`src/rtl/wb_io_pkg.sv`:
```
package wb_io_pkg;

  localparam int ADDR_W = 32;
  localparam int DATA_W = 32;
  localparam int SEL_W  = DATA_W / 8;

  // Slot select on the top address nibble
  localparam int SLOT_MSB = 31;
  localparam int SLOT_LSB = 28;
  localparam int SLOT_W   = SLOT_MSB - SLOT_LSB + 1;
  localparam logic [SLOT_W-1:0] SLOT_RAM = 4'd0;
  localparam logic [SLOT_W-1:0] SLOT_SEG = 4'd3;

  localparam int RAM_AW    = 10; // Word address from bits 11:2
  localparam int RAM_WORDS = 1 << RAM_AW;

  localparam int SEG_DIGITS = 6;
  localparam int SEG_AW     = 2;
  localparam logic [SEG_AW-1:0] SEG_REG_RAW_LO = 2'd0;
  localparam logic [SEG_AW-1:0] SEG_REG_RAW_HI = 2'd1;
  localparam logic [SEG_AW-1:0] SEG_REG_HEX    = 2'd2;
  localparam logic [7:0]        SEG_BLANK      = 8'hFF; // Active low with dp in bit 7

  // One register word seen as segment bytes or as hex nibbles
  typedef union packed {
    logic [3:0][7:0] raw;
    logic [7:0][3:0] hex;
  } seg_word_u;

  // Active low glyph for one nibble with dp dark
  function automatic logic [7:0] seg_glyph(input logic [3:0] nib);
    logic [6:0] on; // Active high in gfedcba order
    case (nib)
      4'h0:    on = 7'h3F;
      4'h1:    on = 7'h06;
      4'h2:    on = 7'h5B;
      4'h3:    on = 7'h4F;
      4'h4:    on = 7'h66;
      4'h5:    on = 7'h6D;
      4'h6:    on = 7'h7D;
      4'h7:    on = 7'h07;
      4'h8:    on = 7'h7F;
      4'h9:    on = 7'h6F;
      4'hA:    on = 7'h77;
      4'hB:    on = 7'h7C;
      4'hC:    on = 7'h39;
      4'hD:    on = 7'h5E;
      4'hE:    on = 7'h79;
      default: on = 7'h71;
    endcase
    return {1'b1, ~on};
  endfunction

endpackage

```
`src/rtl/wb_addr_decoder.sv`:
```
module wb_addr_decoder
  import wb_io_pkg::*;
(
  input  logic              clk_i,
  input  logic              rst_n_i,
  // Master side
  input  logic              cyc_i,
  input  logic              stb_i,
  input  logic              we_i,
  input  logic [ADDR_W-1:0] adr_i,
  input  logic [DATA_W-1:0] dat_i,
  input  logic [SEL_W-1:0]  sel_i,
  output logic              ack_o,
  output logic [DATA_W-1:0] dat_o,
  // RAM slot
  output logic              ram_cyc_o,
  output logic              ram_stb_o,
  output logic              ram_we_o,
  output logic [RAM_AW-1:0] ram_adr_o,
  output logic [DATA_W-1:0] ram_dat_o,
  output logic [SEL_W-1:0]  ram_sel_o,
  input  logic              ram_ack_i,
  input  logic [DATA_W-1:0] ram_dat_i,
  // Segment slot
  output logic              seg_cyc_o,
  output logic              seg_stb_o,
  output logic              seg_we_o,
  output logic [SEG_AW-1:0] seg_adr_o,
  output logic [DATA_W-1:0] seg_dat_o,
  output logic [SEL_W-1:0]  seg_sel_o,
  input  logic              seg_ack_i,
  input  logic [DATA_W-1:0] seg_dat_i
);

  logic [SLOT_W-1:0] slot;
  logic              hit_ram;
  logic              hit_seg;
  logic              hit_none;
  logic              nul_ack_q;
  logic              nul_held_q;

  assign slot     = adr_i[SLOT_MSB:SLOT_LSB];
  assign hit_ram  = (slot == SLOT_RAM);
  assign hit_seg  = (slot == SLOT_SEG);
  assign hit_none = ~hit_ram & ~hit_seg;

  assign ram_cyc_o = cyc_i & hit_ram;
  assign ram_stb_o = stb_i & hit_ram;
  assign ram_we_o  = we_i;
  assign ram_adr_o = adr_i[RAM_AW+1:2]; // slot bits stripped
  assign ram_dat_o = dat_i;
  assign ram_sel_o = sel_i;

  assign seg_cyc_o = cyc_i & hit_seg;
  assign seg_stb_o = stb_i & hit_seg;
  assign seg_we_o  = we_i;
  assign seg_adr_o = adr_i[SEG_AW+1:2];
  assign seg_dat_o = dat_i;
  assign seg_sel_o = sel_i;

  // Unmapped slots answer on their own so a stray access cannot hang
  always_ff @(posedge clk_i or negedge rst_n_i) begin
    if (!rst_n_i) begin
      nul_ack_q  <= 1'b0;
      nul_held_q <= 1'b0;
    end else begin
      nul_ack_q  <= cyc_i & stb_i & hit_none & ~nul_ack_q & ~nul_held_q;
      nul_held_q <= cyc_i & stb_i & hit_none & (nul_held_q | nul_ack_q);
    end
  end

  assign ack_o = (hit_ram & ram_ack_i) | (hit_seg & seg_ack_i) | nul_ack_q;
  assign dat_o = hit_ram ? ram_dat_i :
                 hit_seg ? seg_dat_i : '0; // unmapped reads zero

endmodule

```
`config.mk`:
```
export PLATFORM = sky130hd
export DESIGN_NAME = wb_addr_decoder
export DESIGN_NICKNAME = d
export VERILOG_FILES = /design/src/rtl/wb_io_pkg.sv /design/src/rtl/wb_addr_decoder.sv
export SDC_FILE = /design/constraint.sdc
export NUM_CORES = 1
export LEC_CHECK = 0
export ABC_AREA = 1
export BUFFER_PORTS_ARGS = -buffer_cell sky130_fd_sc_hd__buf_4
export CORE_AREA = 3 3 100 102
export DETAILED_ROUTE_END_ITERATION = 8
export DIE_AREA = 0 0 103 105
export GPL_ROUTABILITY_DRIVEN = 0
export SYNTH_ARGS = -nofsm -noshare
export SYNTH_HDL_FRONTEND = slang
export SYNTH_SLANG_ARGS = --single-unit
```
`constraint.sdc`:
```
create_clock -name clk_i -period 1.07 [get_ports clk_i]
set_input_delay 0.107 -clock clk_i [delete_from_list [all_inputs] [get_ports clk_i]]
set_output_delay 0.107 -clock clk_i [all_outputs]
set_load 0.02 [all_outputs]
```
# [Word level (Yosys, flattened, before mapping)]
# Cells that the tools add are included.
[totals] regBits=2 inputBits=139 out_inout_bits=123 word_cells=25
[op_classes] eq_ne=1 n_mux=2 bitwise=19 n_reduce_logical=1
[ops] op="32-bit 2-to-1 mux" n=2
[ops] op="1-bit AND" n=12
[ops] op="4-bit by 2-bit equality test with 1-bit output (second input constant)" n=1
[ops] op="4-bit logical NOT" n=1
[ops] op="1-bit inverter" n=4
[ops] op="1-bit OR" n=3

# [Depth between registers and ports, before layout]
[depth] ltp_word=6 mapped_depth=5 mapped_depth_nobuf=5

# [Worst setup path before layout]
# Ideal clock, no wire load.
[synth_path] kind="in2out" from="input port adr_i[31]" to="output port seg_cyc_o" t_arrival_ns=0.752 setup_slack_ns=0.211 path_stages=4 cell_sequence="nor2_4 > buf_4 > nand2_1 > nor2_1"
[synth_between] elab_chain_cells=2
[synth_rtl] item="start, declared" line_no="wb_addr_decoder.sv:10" text="input logic [ADDR_W-1:0] adr_i,"
[synth_rtl] item="4-bit by 2-bit equality test with 1-bit output" line_no="wb_addr_decoder.sv:44" text="assign hit_seg = (slot == SLOT_SEG);"
[synth_rtl] item="1-bit AND" line_no="wb_addr_decoder.sv:54" text="assign seg_cyc_o = cyc_i & hit_seg;"
[synth_rtl] item="end, declared" line_no="wb_addr_decoder.sv:25" text="output logic seg_cyc_o,"
# Every way passes these cells.

# [Worst setup path after layout]
[layout_path] from="input port adr_i[30]" to="output port ack_o"
[layout_between] elab_chain_cells=4 elab_cells_between_ends=6 cone_classes="1 x eq/ne; 4 x bitwise; 1 x reduce/logical"
[layout_rtl] item="4-bit by 2-bit equality test with 1-bit output or 4-bit logical NOT (tied branches)" line_no="wb_addr_decoder.sv:44, wb_addr_decoder.sv:43"
[layout_rtl] item="1-bit AND" line_no="wb_addr_decoder.sv:72" text="assign ack_o = (hit_ram & ram_ack_i) | (hit_seg & seg_ack_i) | nul_ack_q;"
[layout_rtl] item="1-bit OR (*) (2 in a row)" line_no="wb_addr_decoder.sv:72"
[layout_rtl] item="end, declared" line_no="wb_addr_decoder.sv:13" text="output logic ack_o,"
# Mark *: on every way between the ends. The rest lies on a longest branch, timed or not.

==> metrics.txt <==
Data arrival, critical path 0.94 ns; clock latency on the worst-skew pair 0.22 ns; Rel. slew slack 0.874; Max VDD drop 0.616 mV; max cap viols 0; vias in the first global route 1321; fmax 0.953 GHz; Synth area leaders buf_4, nand3_1, nand2_1, dfrtp_1, buf_2; Seq cells post-synth 2; sequential area share after synthesis 0.0378; Post-route DRC 0; drt first-iter violations 32; remaining antenna violation count 0; hold slack 0.202 ns; P per Cell Area 524 nW/um^2; Tot GR Track Use 0.0780; wire per inst 16.6 um; top cell family by delay on the critical path buffers and inverters; period utilization 0.981; CP cell instances buf_6, nor2_4, buf_6, buf_12, nand3_2, nand3b_1, buf_6; Initial DRT Pass Iterations 4; Syn Area/Cell 6.04 um^2; min cycle time layout 1.05 ns; WP data required 0.96 ns; status finished, final reports clean; critical path endpoint category output pin; hold crit path type in2async; slowest cell delay on critical path 0.16 ns; critical path's slowest cell buf_6; fin worst setup slack 0.0203 ns; cell taking the most area after synthesis buf_4; crit path kind in2out; first-pass GRT wire length 6.56 mm; Final nets 392; Layout area overhead 52.1%; via count 1475; DP HPWL 3.91 mm; Synth Warn # 0; Setup violations, final 0; synthesized instance count 219; crit-path max FO 6; Core Util, Final 0.219; Std-Cell Rows 35; Fin Clk Skew 0.00174 ns; IO buf count 110; CTS buffer count 3; Die X 103 um; Setup TNS 0 ns; clk slew on worst S/H paths 0.03 ns; static power due to leakage 1.08 nW; share of the synthesized area in the top cell type 0.499; RSZ-0062 raised after global routing yes; Post-Place Setup Slack -0.0473 ns; CTS Buffer Depth 2; WL final 6.00 mm; most used cell, CP buf_6; Worst Max-Slew Pin Slew 0.189 ns; # clock sinks 2; H-tree levels 1; GRT Residual Overflow 0; syn_nets 358; ratio of cells with drive above 1 in the final layout 0.574; max-slew violation count 0; Final Hold Vio Count 0; die area 10800 um^2; Initial Util 0.144; CTS tree yes; Yosys cell types 11; CP Buf/Inv Count 4; Die Height 105 um; area of the core 9200 um^2; diode count 0; Tot Pwr 1.06 mW; largest net degree at the start of global routing 45; Clock Root Buffer clkbuf_8; initial antenna violation count 0; # IOs 262; Worst Setup Start Kind input port; Vias/cell 4.07; cell area after synthesis 1320 um^2
[cells in the mapped netlist (all sizes together)]
| library cell | instances |
|---|---|
| buf | 99 |
| nand3 | 67 |
| nand2 | 36 |
| nor2 | 9 |
| inv | 4 |
| dfrtp | 2 |
| clkinv | 1 |
| nand3b | 1 |
[cell usage in the layout (no fill, tap or decap), types with 3 or more instances in the layout]
master / n
buf_4: 97
nand3_1: 63
nand2_1: 31
buf_6: 19
clkbuf_16: 6
nand2_2: 5
nor2_1: 4
inv_1: 4
nand3_2: 4
buf_12: 4
nor2_2: 3
clkbuf_8: 3
[final timing paths]
check | start | endpoint | slack, ns | cells past startpoint
min in group clk_i | adr_i[9] | ram_adr_o[7] | 0.21 | 0
max in group asynchronous | rst_n_i | nul_ack_q$_DFF_PN0_ | 0.78 | 2
worst min-delay path | rst_n_i | nul_held_q$_DFF_PN0_ | 0.20 | 2
worst max-delay path | adr_i[30] | ack_o | 0.02 | 7
worst min register to register | nul_held_q$_DFF_PN0_ | nul_ack_q$_DFF_PN0_ | 0.48 | 3
worst max register to register | nul_ack_q$_DFF_PN0_ | nul_ack_q$_DFF_PN0_ | 0.36 | 3
[stage by stage]
stage                     cells  area (um^2)
after global placement      348         1650
after global routing        362         2010
after floorplan             219         1320
after CTS                   352         1720
final                       362         2010
after detailed placement    348         1650
[registers in the layout, summed over array words and instances (netlist names)]
signal,count
nul_held_q,1
nul_ack_q,1
[area by class of cell]
type / instances / area (um^2)
inverter: 5 / 18.8
timing repair buffer: 128 / 1200
multi-input combinational: 113 / 567
clock buffer: 3 / 41.3
sequential: 2 / 50.0
fill: 1025 / 7180
tap: 111 / 139
[report_power, final]
group	leakage [nW]	switching [mW]	internal [mW]
sequential	0.0270	0.00159	0.0798
combinational	1.03	0.285	0.372
clock	0.0216	0.0778	0.240
total	1.08	0.364	0.691
[routing by layer]
metal  track usage  share of wire
met4        0.0657          0.053
met1        0.0759           0.36
met5             0              0
met2         0.125           0.48
met3        0.0327           0.10
[cells by family (layout without fill, tap and decap cells)]
family	Yosys count	count (layout)	synth area share
buf+inv	104	136	0.564
flops	2	2	0.0378
simple gates	113	113	0.398
[timing repair]
item | CTS | global route
setup buffers | 0 | 3
gates cloned | 0 | 7
hold buffers | 1 | 0
gates resized for setup | 5 | 27
pin swaps | 0 | 9
endpoints found under the setup margin | 6 | 26
endpoints found under the hold margin | 2 | 0
No activity file was read; power rests on OpenSTA's default activity.
