==> src/rtl/wb_io_pkg.sv <==
package wb_io_pkg;

  localparam int ADDR_W = 32;
  localparam int DATA_W = 32;
  localparam int SEL_W  = DATA_W / 8;

  // Slot select on the top address nibble
  localparam int SLOT_MSB = 31;
  localparam int SLOT_LSB = 28;
  localparam int SLOT_W   = SLOT_MSB - SLOT_LSB + 1;
  localparam logic [SLOT_W-1:0] SLOT_RAM = 4'd0;
  localparam logic [SLOT_W-1:0] SLOT_SEG = 4'd3;

  localparam int RAM_AW    = 10; // Word address from bits 11:2
  localparam int RAM_WORDS = 1 << RAM_AW;

  localparam int SEG_DIGITS = 6;
  localparam int SEG_AW     = 2;
  localparam logic [SEG_AW-1:0] SEG_REG_RAW_LO = 2'd0;
  localparam logic [SEG_AW-1:0] SEG_REG_RAW_HI = 2'd1;
  localparam logic [SEG_AW-1:0] SEG_REG_HEX    = 2'd2;
  localparam logic [7:0]        SEG_BLANK      = 8'hFF; // Active low with dp in bit 7

  // One register word seen as segment bytes or as hex nibbles
  typedef union packed {
    logic [3:0][7:0] raw;
    logic [7:0][3:0] hex;
  } seg_word_u;

  // Active low glyph for one nibble with dp dark
  function automatic logic [7:0] seg_glyph(input logic [3:0] nib);
    logic [6:0] on; // Active high in gfedcba order
    case (nib)
      4'h0:    on = 7'h3F;
      4'h1:    on = 7'h06;
      4'h2:    on = 7'h5B;
      4'h3:    on = 7'h4F;
      4'h4:    on = 7'h66;
      4'h5:    on = 7'h6D;
      4'h6:    on = 7'h7D;
      4'h7:    on = 7'h07;
      4'h8:    on = 7'h7F;
      4'h9:    on = 7'h6F;
      4'hA:    on = 7'h77;
      4'hB:    on = 7'h7C;
      4'hC:    on = 7'h39;
      4'hD:    on = 7'h5E;
      4'hE:    on = 7'h79;
      default: on = 7'h71;
    endcase
    return {1'b1, ~on};
  endfunction

endpackage

==> src/rtl/wb_seg_ctrl.sv <==
module wb_seg_ctrl
  import wb_io_pkg::*;
(
  input  logic              clk_i,
  input  logic              rst_n_i,
  input  logic              cyc_i,
  input  logic              stb_i,
  input  logic              we_i,
  input  logic [SEG_AW-1:0] adr_i,
  input  logic [DATA_W-1:0] dat_i,
  input  logic [SEL_W-1:0]  sel_i,
  output logic              ack_o,
  output logic [DATA_W-1:0] dat_o,
  output logic [7:0]        hex0_o,
  output logic [7:0]        hex1_o,
  output logic [7:0]        hex2_o,
  output logic [7:0]        hex3_o,
  output logic [7:0]        hex4_o,
  output logic [7:0]        hex5_o
);

  logic [7:0] digit_q [SEG_DIGITS];
  seg_word_u  hex_q;    // last word written to HEX
  seg_word_u  wr_word;
  seg_word_u  rd_word;
  logic       req;
  logic       acc;
  logic       held_q;

  assign req     = cyc_i & stb_i;
  assign acc     = req & ~ack_o & ~held_q;
  assign wr_word = dat_i;

  always_ff @(posedge clk_i or negedge rst_n_i) begin
    if (!rst_n_i) begin
      ack_o  <= 1'b0;
      held_q <= 1'b0;
      hex_q  <= '0;
      for (int d = 0; d < SEG_DIGITS; d++) begin
        digit_q[d] <= SEG_BLANK;
      end
    end else begin
      ack_o  <= acc;
      held_q <= req & (held_q | ack_o);
      if (acc && we_i) begin
        case (adr_i)
          SEG_REG_RAW_LO: begin
            for (int b = 0; b < 4; b++) begin
              if (sel_i[b]) digit_q[b] <= wr_word.raw[b];
            end
          end
          SEG_REG_RAW_HI: begin
            for (int b = 0; b < SEG_DIGITS - 4; b++) begin
              if (sel_i[b]) digit_q[4+b] <= wr_word.raw[b];
            end
          end
          SEG_REG_HEX: begin // Whole word with sel ignored
            hex_q <= wr_word;
            for (int d = 0; d < SEG_DIGITS; d++) begin
              digit_q[d] <= seg_glyph(wr_word.hex[d]);
            end
          end
          default: ;
        endcase
      end
    end
  end

  always_comb begin
    rd_word = '0;
    case (adr_i)
      SEG_REG_RAW_LO: for (int d = 0; d < 4; d++) rd_word.raw[d] = digit_q[d];
      SEG_REG_RAW_HI: for (int d = 0; d < SEG_DIGITS - 4; d++) rd_word.raw[d] = digit_q[4+d];
      SEG_REG_HEX:    rd_word = hex_q;
      default: ;      // offset 3 reads zero
    endcase
  end

  always_ff @(posedge clk_i) begin
    if (acc) dat_o <= rd_word;
  end

  assign hex0_o = digit_q[0];
  assign hex1_o = digit_q[1];
  assign hex2_o = digit_q[2];
  assign hex3_o = digit_q[3];
  assign hex4_o = digit_q[4];
  assign hex5_o = digit_q[5];

endmodule

==> config.mk <==
export PLATFORM = sky130hd
export DESIGN_NAME = wb_seg_ctrl
export DESIGN_NICKNAME = d
export VERILOG_FILES = /design/src/rtl/wb_io_pkg.sv /design/src/rtl/wb_seg_ctrl.sv
export SDC_FILE = /design/constraint.sdc
export NUM_CORES = 1
export LEC_CHECK = 0
export BUFFER_PORTS_ARGS = -buffer_cell sky130_fd_sc_hd__buf_2
export CAP_MARGIN = 30
export CORE_MARGIN = 1
export CORE_UTILIZATION = 51
export CTS_BUF_LIST = sky130_fd_sc_hd__clkbuf_16
export DETAILED_ROUTE_END_ITERATION = 8
export HOLD_SLACK_MARGIN = 0.1
export PLACE_DENSITY = 0.86
export SYNTH_ARGS = -nofsm -noshare
export SYNTH_HDL_FRONTEND = slang
export SYNTH_SLANG_ARGS = --single-unit
export TNS_END_PERCENT = 30
==> constraint.sdc <==
create_clock -name clk_i -period 1.9 [get_ports clk_i]
set_clock_uncertainty 0.15 [all_clocks]
set_input_delay 0.285 -clock clk_i [delete_from_list [all_inputs] [get_ports clk_i]]
set_output_delay 0.285 -clock clk_i [all_outputs]
set_load 0.005 [all_outputs]
[After elaboration in Yosys (flattened, before gate mapping)]
Memory sizes are Yosys's and may differ from the RTL's.
Index checks and enable logic that the tools add are counted.
Operators by class
  equal/unequal tests: 8
  multiplexer cells: 20
  bitwise logic cells: 13
  reductions and logical operators: 11
Operators with widths (count)
  2-to-1 mux 7 bit: 12
  one-hot mux 16 bit (2 select lines): 2
  one-hot mux 32 bit (2 select lines): 1
  one-hot mux 16 bit (3 select lines): 1
  NOT 7 bit: 6
  2-to-1 mux 8 bit: 4
  AND reduction 3 bit: 6
  inequality test 2 bit (second input constant): 6
  AND 1 bit: 4
  nonzero test 2 bit: 2
  == test 2 x 1 -> 1 bit (second input constant): 1
  == test 2 bit (second input constant): 1
  zero test 2 bit: 1
  NOT 1 bit: 2
  AND reduction 2 bit: 1
  logical AND 1 bit: 1
  OR 1 bit: 1
Storage, ports and cells
  register bits after elaboration: 114
  bits in read-only memories: 672
  bits of input ports: 43
  output and inout bits: 81
  logic and storage cells: 68
  memories kept: 6
Memory list
  (name not given): depth 16, bits a word 7, rd ports 1, clocked after Yosys merged registers in 0, wr ports 0, line wb_io_pkg.sv:33  | case (nib)
  (name not given): depth 16, bits a word 7, rd ports 1, clocked after Yosys merged registers in 0, wr ports 0, line wb_io_pkg.sv:33
  (name not given): depth 16, bits a word 7, rd ports 1, clocked after Yosys merged registers in 0, wr ports 0, line wb_io_pkg.sv:33
  (name not given): depth 16, bits a word 7, rd ports 1, clocked after Yosys merged registers in 0, wr ports 0, line wb_io_pkg.sv:33
  (name not given): depth 16, bits a word 7, rd ports 1, clocked after Yosys merged registers in 0, wr ports 0, line wb_io_pkg.sv:33
  (name not given): depth 16, bits a word 7, rd ports 1, clocked after Yosys merged registers in 0, wr ports 0, line wb_io_pkg.sv:33

[Longest topological paths before layout]
  depth after elaboration: 7
  mapped depth: 7
  depth with buffers taken out: 6

[Worst setup path before layout]
Ideal clock, no wire load.
  path kind: reg2reg
  start point: register ack_o
  end point: register hex_q[27] in the netlist's numbering
  setup time: 128 ps
  arrival: 1564 ps
  required time: 1622 ps
  path slack: 59 ps
  stages on the path, launching flop included: 6
  buffers on the path: 2
  clock period less this slack: 1841 ps
  cells stage by stage: dfrtp_1 > and4bb_2 > buf_6 > nand3_2 > buf_2 > mux2_1
On the way
  longest elaborated chain between the ends: 5
Ends and longest elaborated chain
  start: declaration: line wb_seg_ctrl.sv:12  | output logic ack_o,
  start signal: assignment: line wb_seg_ctrl.sv:36  | ack_o <= 1'b0;
  start signal: assignment: line wb_seg_ctrl.sv:43  | ack_o <= acc;
  NOT 1 bit: line wb_seg_ctrl.sv:31  | assign acc = req & ~ack_o & ~held_q;
  AND 1 bit (2 in series): line wb_seg_ctrl.sv:31
  net acc: line wb_seg_ctrl.sv:27  | logic acc;
  logical AND 1 bit: line wb_seg_ctrl.sv:45  | if (acc && we_i) begin
  AND reduction 2 bit (no source line)
  end signal: assignment: line wb_seg_ctrl.sv:58  | hex_q <= wr_word;
  end: declaration: line wb_seg_ctrl.sv:23  | seg_word_u hex_q;
The timed path passes the listed nets, and every way through them passes these cells.
A chain may end at the register's enable or synchronous reset.

[Worst setup path in the final report]
  start point: register held_q
  end point: register digit_q, in the netlist hex2_o[5]
On the way
  longest elaborated chain between the ends: 4
Ends and longest elaborated chain
  start: declaration: line wb_seg_ctrl.sv:28  | logic held_q;
  start signal: assignment: line wb_seg_ctrl.sv:44  | held_q <= req & (held_q | ack_o);
  NOT 1 bit: line wb_seg_ctrl.sv:31
  AND 1 bit: line wb_seg_ctrl.sv:31
  logical AND 1 bit: line wb_seg_ctrl.sv:45
  AND reduction 3 bit (no source line)
  end signal: indexed assignment: line wb_seg_ctrl.sv:49  | if (sel_i[b]) digit_q[b] <= wr_word.raw[b];
  end signal: indexed assignment: line wb_seg_ctrl.sv:54  | if (sel_i[b]) digit_q[4+b] <= wr_word.raw[b];
  end signal: indexed assignment: line wb_seg_ctrl.sv:60  | digit_q[d] <= seg_glyph(wr_word.hex[d]);
  end: declaration: line wb_seg_ctrl.sv:22  | logic [7:0] digit_q [SEG_DIGITS];
Every way passes these cells.

==> summary.md <==
| Metric | Value |
|---|---|
| Fin nets | `around 870` |
| Worst hold start | `dat_i[4]` |
| Inst Count DP | `922` |
| Slew headroom | `54.0%` |
| I/O pins | `124` |
| Max-cap violations | `0` |
| Critical Path RT | `between 2000 and 2500 ps` |
| Routability congestion estimate from global placement | `0.885` |
| Min cycle time layout | `1810 ps` |
| Vias in the first global route | `~5300` |
| CTS max path bufs | `2` |
| Die Wd | `114 µm` |
| Worst Setup SP | `held_q` |
| Drt total wl | `16800 µm` |
| Latest clock arrival within the worst-skew pair | `around 400 ps` |
| Worst EP arrival | `1980 ps` |
| CTS tree | `done` |
| Peak VDD IR | `0.716 mV` |
| Row cnt | `40` |
| GR Overflow Total | `0` |
| Post-synth EDFFs | `32` |
| Pwr per Cell Area | `between 1000 and 1500 nW/µm²` |
| Crit Path Class | `register to register` |
| Seq. cell area | `3070 µm²` |
| Met2 global-route usage | `46.2%` |
| DRT antenna net count | `0` |
| RSZ-0062 raised after global routing | `no` |
| Initial Util | `~53%` |
| Worst r2r src | `held_q` |
| Slew @ Worst Pin | `slightly below 700 ps` |
| Share of the yosys chip area belonging to registers | `between 40% and 50%` |
| Worst R2R Path Depth | `5` |
| Final setup viols | `0` |
| Ant diodes | `0` |
| Routing usage on met1 | `32.8%` |
| Syn Std Cell Area | `roughly 6400 µm²` |
| Top_reg_cell synth | `dfstp_2` |
| Crit start category | `register` |
| CTS clk-pin slew, worst paths | `50 ps` |
| Hold WS | `117 ps` |
| Post-DP HPWL | `11700 µm` |
| Most crowded layer after global routing | `met2` |
| Longest individual stage delay on the worst path | `440 ps` |
| Gr usage total | `26.8%` |
| Worst hold stages | `3` |
| Filler cells | `899` |
| Pins Over Slew Limit | `0` |
| DR iter-0 viols | `365` |
| Leak | `0.00376 µW` |
| DR vias | `5513` |
| Post-CTS Setup Bufs | `0` |
| Clock Tree Root | `clkbuf_16` |
| Vias per cell | `5.69` |
| Syn Nets | `721` |
| Syn. warnings | `0` |
| Final hold vios | `0` |
| Reg2reg setup slack | `just over 90 ps` |
| Worst r2r dst | `hex2_o[5]` |
| Worst path slowest cell | `and4bb_4` |
| Worst path cell trace | `and4bb_4, buf_12, o211ai_1, buf_4, o31ai_1` |
| Hold Crit Class | `input pin to register` |
| Hold EP | `hex_q[4]` |
| Core ar. | `~12000 µm²` |
| Crit end category | `register` |
| Final Non-Filler Cells | `969` |
| H-tree lvl count | `4` |
| CP max FO | `16` |
| First-pass GRT wire length | `26800 µm` |
| Initial antenna violation count | `0` |
| Synth Instances | `642` |
| Growth of design area from synthesis to finish | `26.4%` |
| Inserted Clock Buffers | `17` |
| Layout cell share with drive strength beyond 1 | `32.2%` |
| Final TNS setup | `0 ps` |
| FMAX | `553 MHz` |
| FF+latch count, synth | `114` |
| PortBufs | `123` |
| CTS Sinks | `~110` |
| Met3 usage | `5.51%` |
| # DRC | `0` |
| Final period util | `a little over nine tenths` |
| Syn_area_per_cell | `9.97 µm²` |
| Die H | `114 µm` |
| Die area | `13000 µm²` |
| Area taken by multi-input logic gates | `3030 µm²` |
| WL/cell | `17.4 µm` |
| Post-synthesis async set-or-reset flop share | `71.9%` |
| Post-synthesis cell type count | `48` |
| Largest net degree at the start of global routing | `36` |
| Status | `finished, final reports clean` |
| First-pass DRT Iterations | `6` |
[layout by cell type (no fill, tap or decap), types with 15 or more instances in the layout]
| cell | Yosys | routed |
|---|---|---|
| edfxtp_1 | 32 | 32 |
| buf_4 | 6 | 28 |
| inv_1 | 23 | 25 |
| mux2i_1 | 42 | 42 |
| dfstp_2 | 48 | 48 |
| dlygate4sd3_1 | 0 | 15 |
| ha_1 | 36 | 36 |
| buf_2 | 23 | 122 |
| o21ai_0 | 71 | 71 |
| nor2_1 | 48 | 48 |
| mux2_2 | 15 | 15 |
| nand2_1 | 96 | 96 |
| clkbuf_16 | 0 | 19 |
| o31ai_1 | 17 | 17 |
| a21oi_1 | 27 | 27 |
| dfrtp_1 | 34 | 34 |
[flip-flops by register name, indices dropped and copies added, names as in the netlist]
register	cells
hex4_o	8
hex1_o	8
held_q	1
hex0_o	8
ack_o	1
hex3_o	8
dat_o	32
hex5_o	8
hex_q	32
hex2_o	8
[cells by family (layout without fill, tap and decap cells)]
kind of cell	count (synthesis)	after routing	synth area share (%)
muxes	61	61	10.4
AOI/OAI and AO/OA	173	173	16.5
DFF	114	114	48.0
buffers and inverters	68	227	4.90
and+or+nand+nor	190	190	13.1
adders and majority gates	36	36	7.03
[repair_timing]
item / CTS / global route
endpoints found under the setup margin: 0 / 13
hold endpoints to repair: 65 / 0
gates resized for setup: 0 / 1
hold buffers: 15 / 0
[worst max-delay path by stage]
stage                end  slack, ps  cells after the start
3_5_place_dp   hex0_o[4]        -40                      8
6_report       hex2_o[5]         90                      5
2_1_floorplan  hex_q[27]         60                      5
3_3_place_gp   hex0_o[4]         30                      8
4_1_cts        hex2_o[5]         10                      5
5_1_grt        hex2_o[1]          6                      5
[synthesized netlist by cell type, drive strengths merged, types with 17 or more instances]
master | count | area share [%]
mux2i | 42 | 6.6
buf | 30 | 2.7
edfxtp | 32 | 15
dfstp | 48 | 20
a21oi | 27 | 2.1
o21ai | 80 | 6.3
ha | 36 | 7.0
o31ai | 17 | 2.0
nor2 | 48 | 2.8
nand2 | 96 | 5.6
dfrtp | 34 | 13
inv | 23 | 1.3
[power breakdown]
part / total (µW) / switching [µW] / leakage (µW) / internal (µW)
clock: 3140 / 1090 / 0.000295 / 2050
sequential: 3590 / 357 / 0.00124 / 3230
combinational: 1570 / 828 / 0.00223 / 739
[cell type report]
type	count	share of cell area [%]
Timing Repair Buffer	172	13.7
Clock inverter	13	1.41
Sequential cell	114	38.0
Inverter	23	1.07
Clock buffer	19	5.87
Multi-Input combinational cell	460	37.4
Tap cell	168	2.60
[routing by layer]
| layer | part of all wire (%) | wire [µm] |
|---|---|---|
| met1 | 42 | 7050 |
| met4 | 2.8 | 463 |
| met5 | 0 | 0 |
| met3 | 6.1 | 1030 |
| met2 | 49 | 8290 |
[worst max-delay path, delay by kind of cell (launching register included)]
family	cells	cell delay, ps
AND/OR/NAND/NOR	1	440
flip-flops	1	370
buffers and inverters	2	390
AO/OA/AOI/OAI	2	370
[per-stage QoR]
stage	util (%)	power [µW]	setup slack, ps	area (µm²)
floorplan	-	4370	58.7	6400
global placement	60.7	5060	30.7	7350
detailed placement	60.7	5140	-37.5	7350
CTS	66.8	8300	13.8	8090
global route	66.8	8670	5.70	8100
finish	66.8	8300	91.4	8100
No activity file was read; power rests on OpenSTA's default activity.
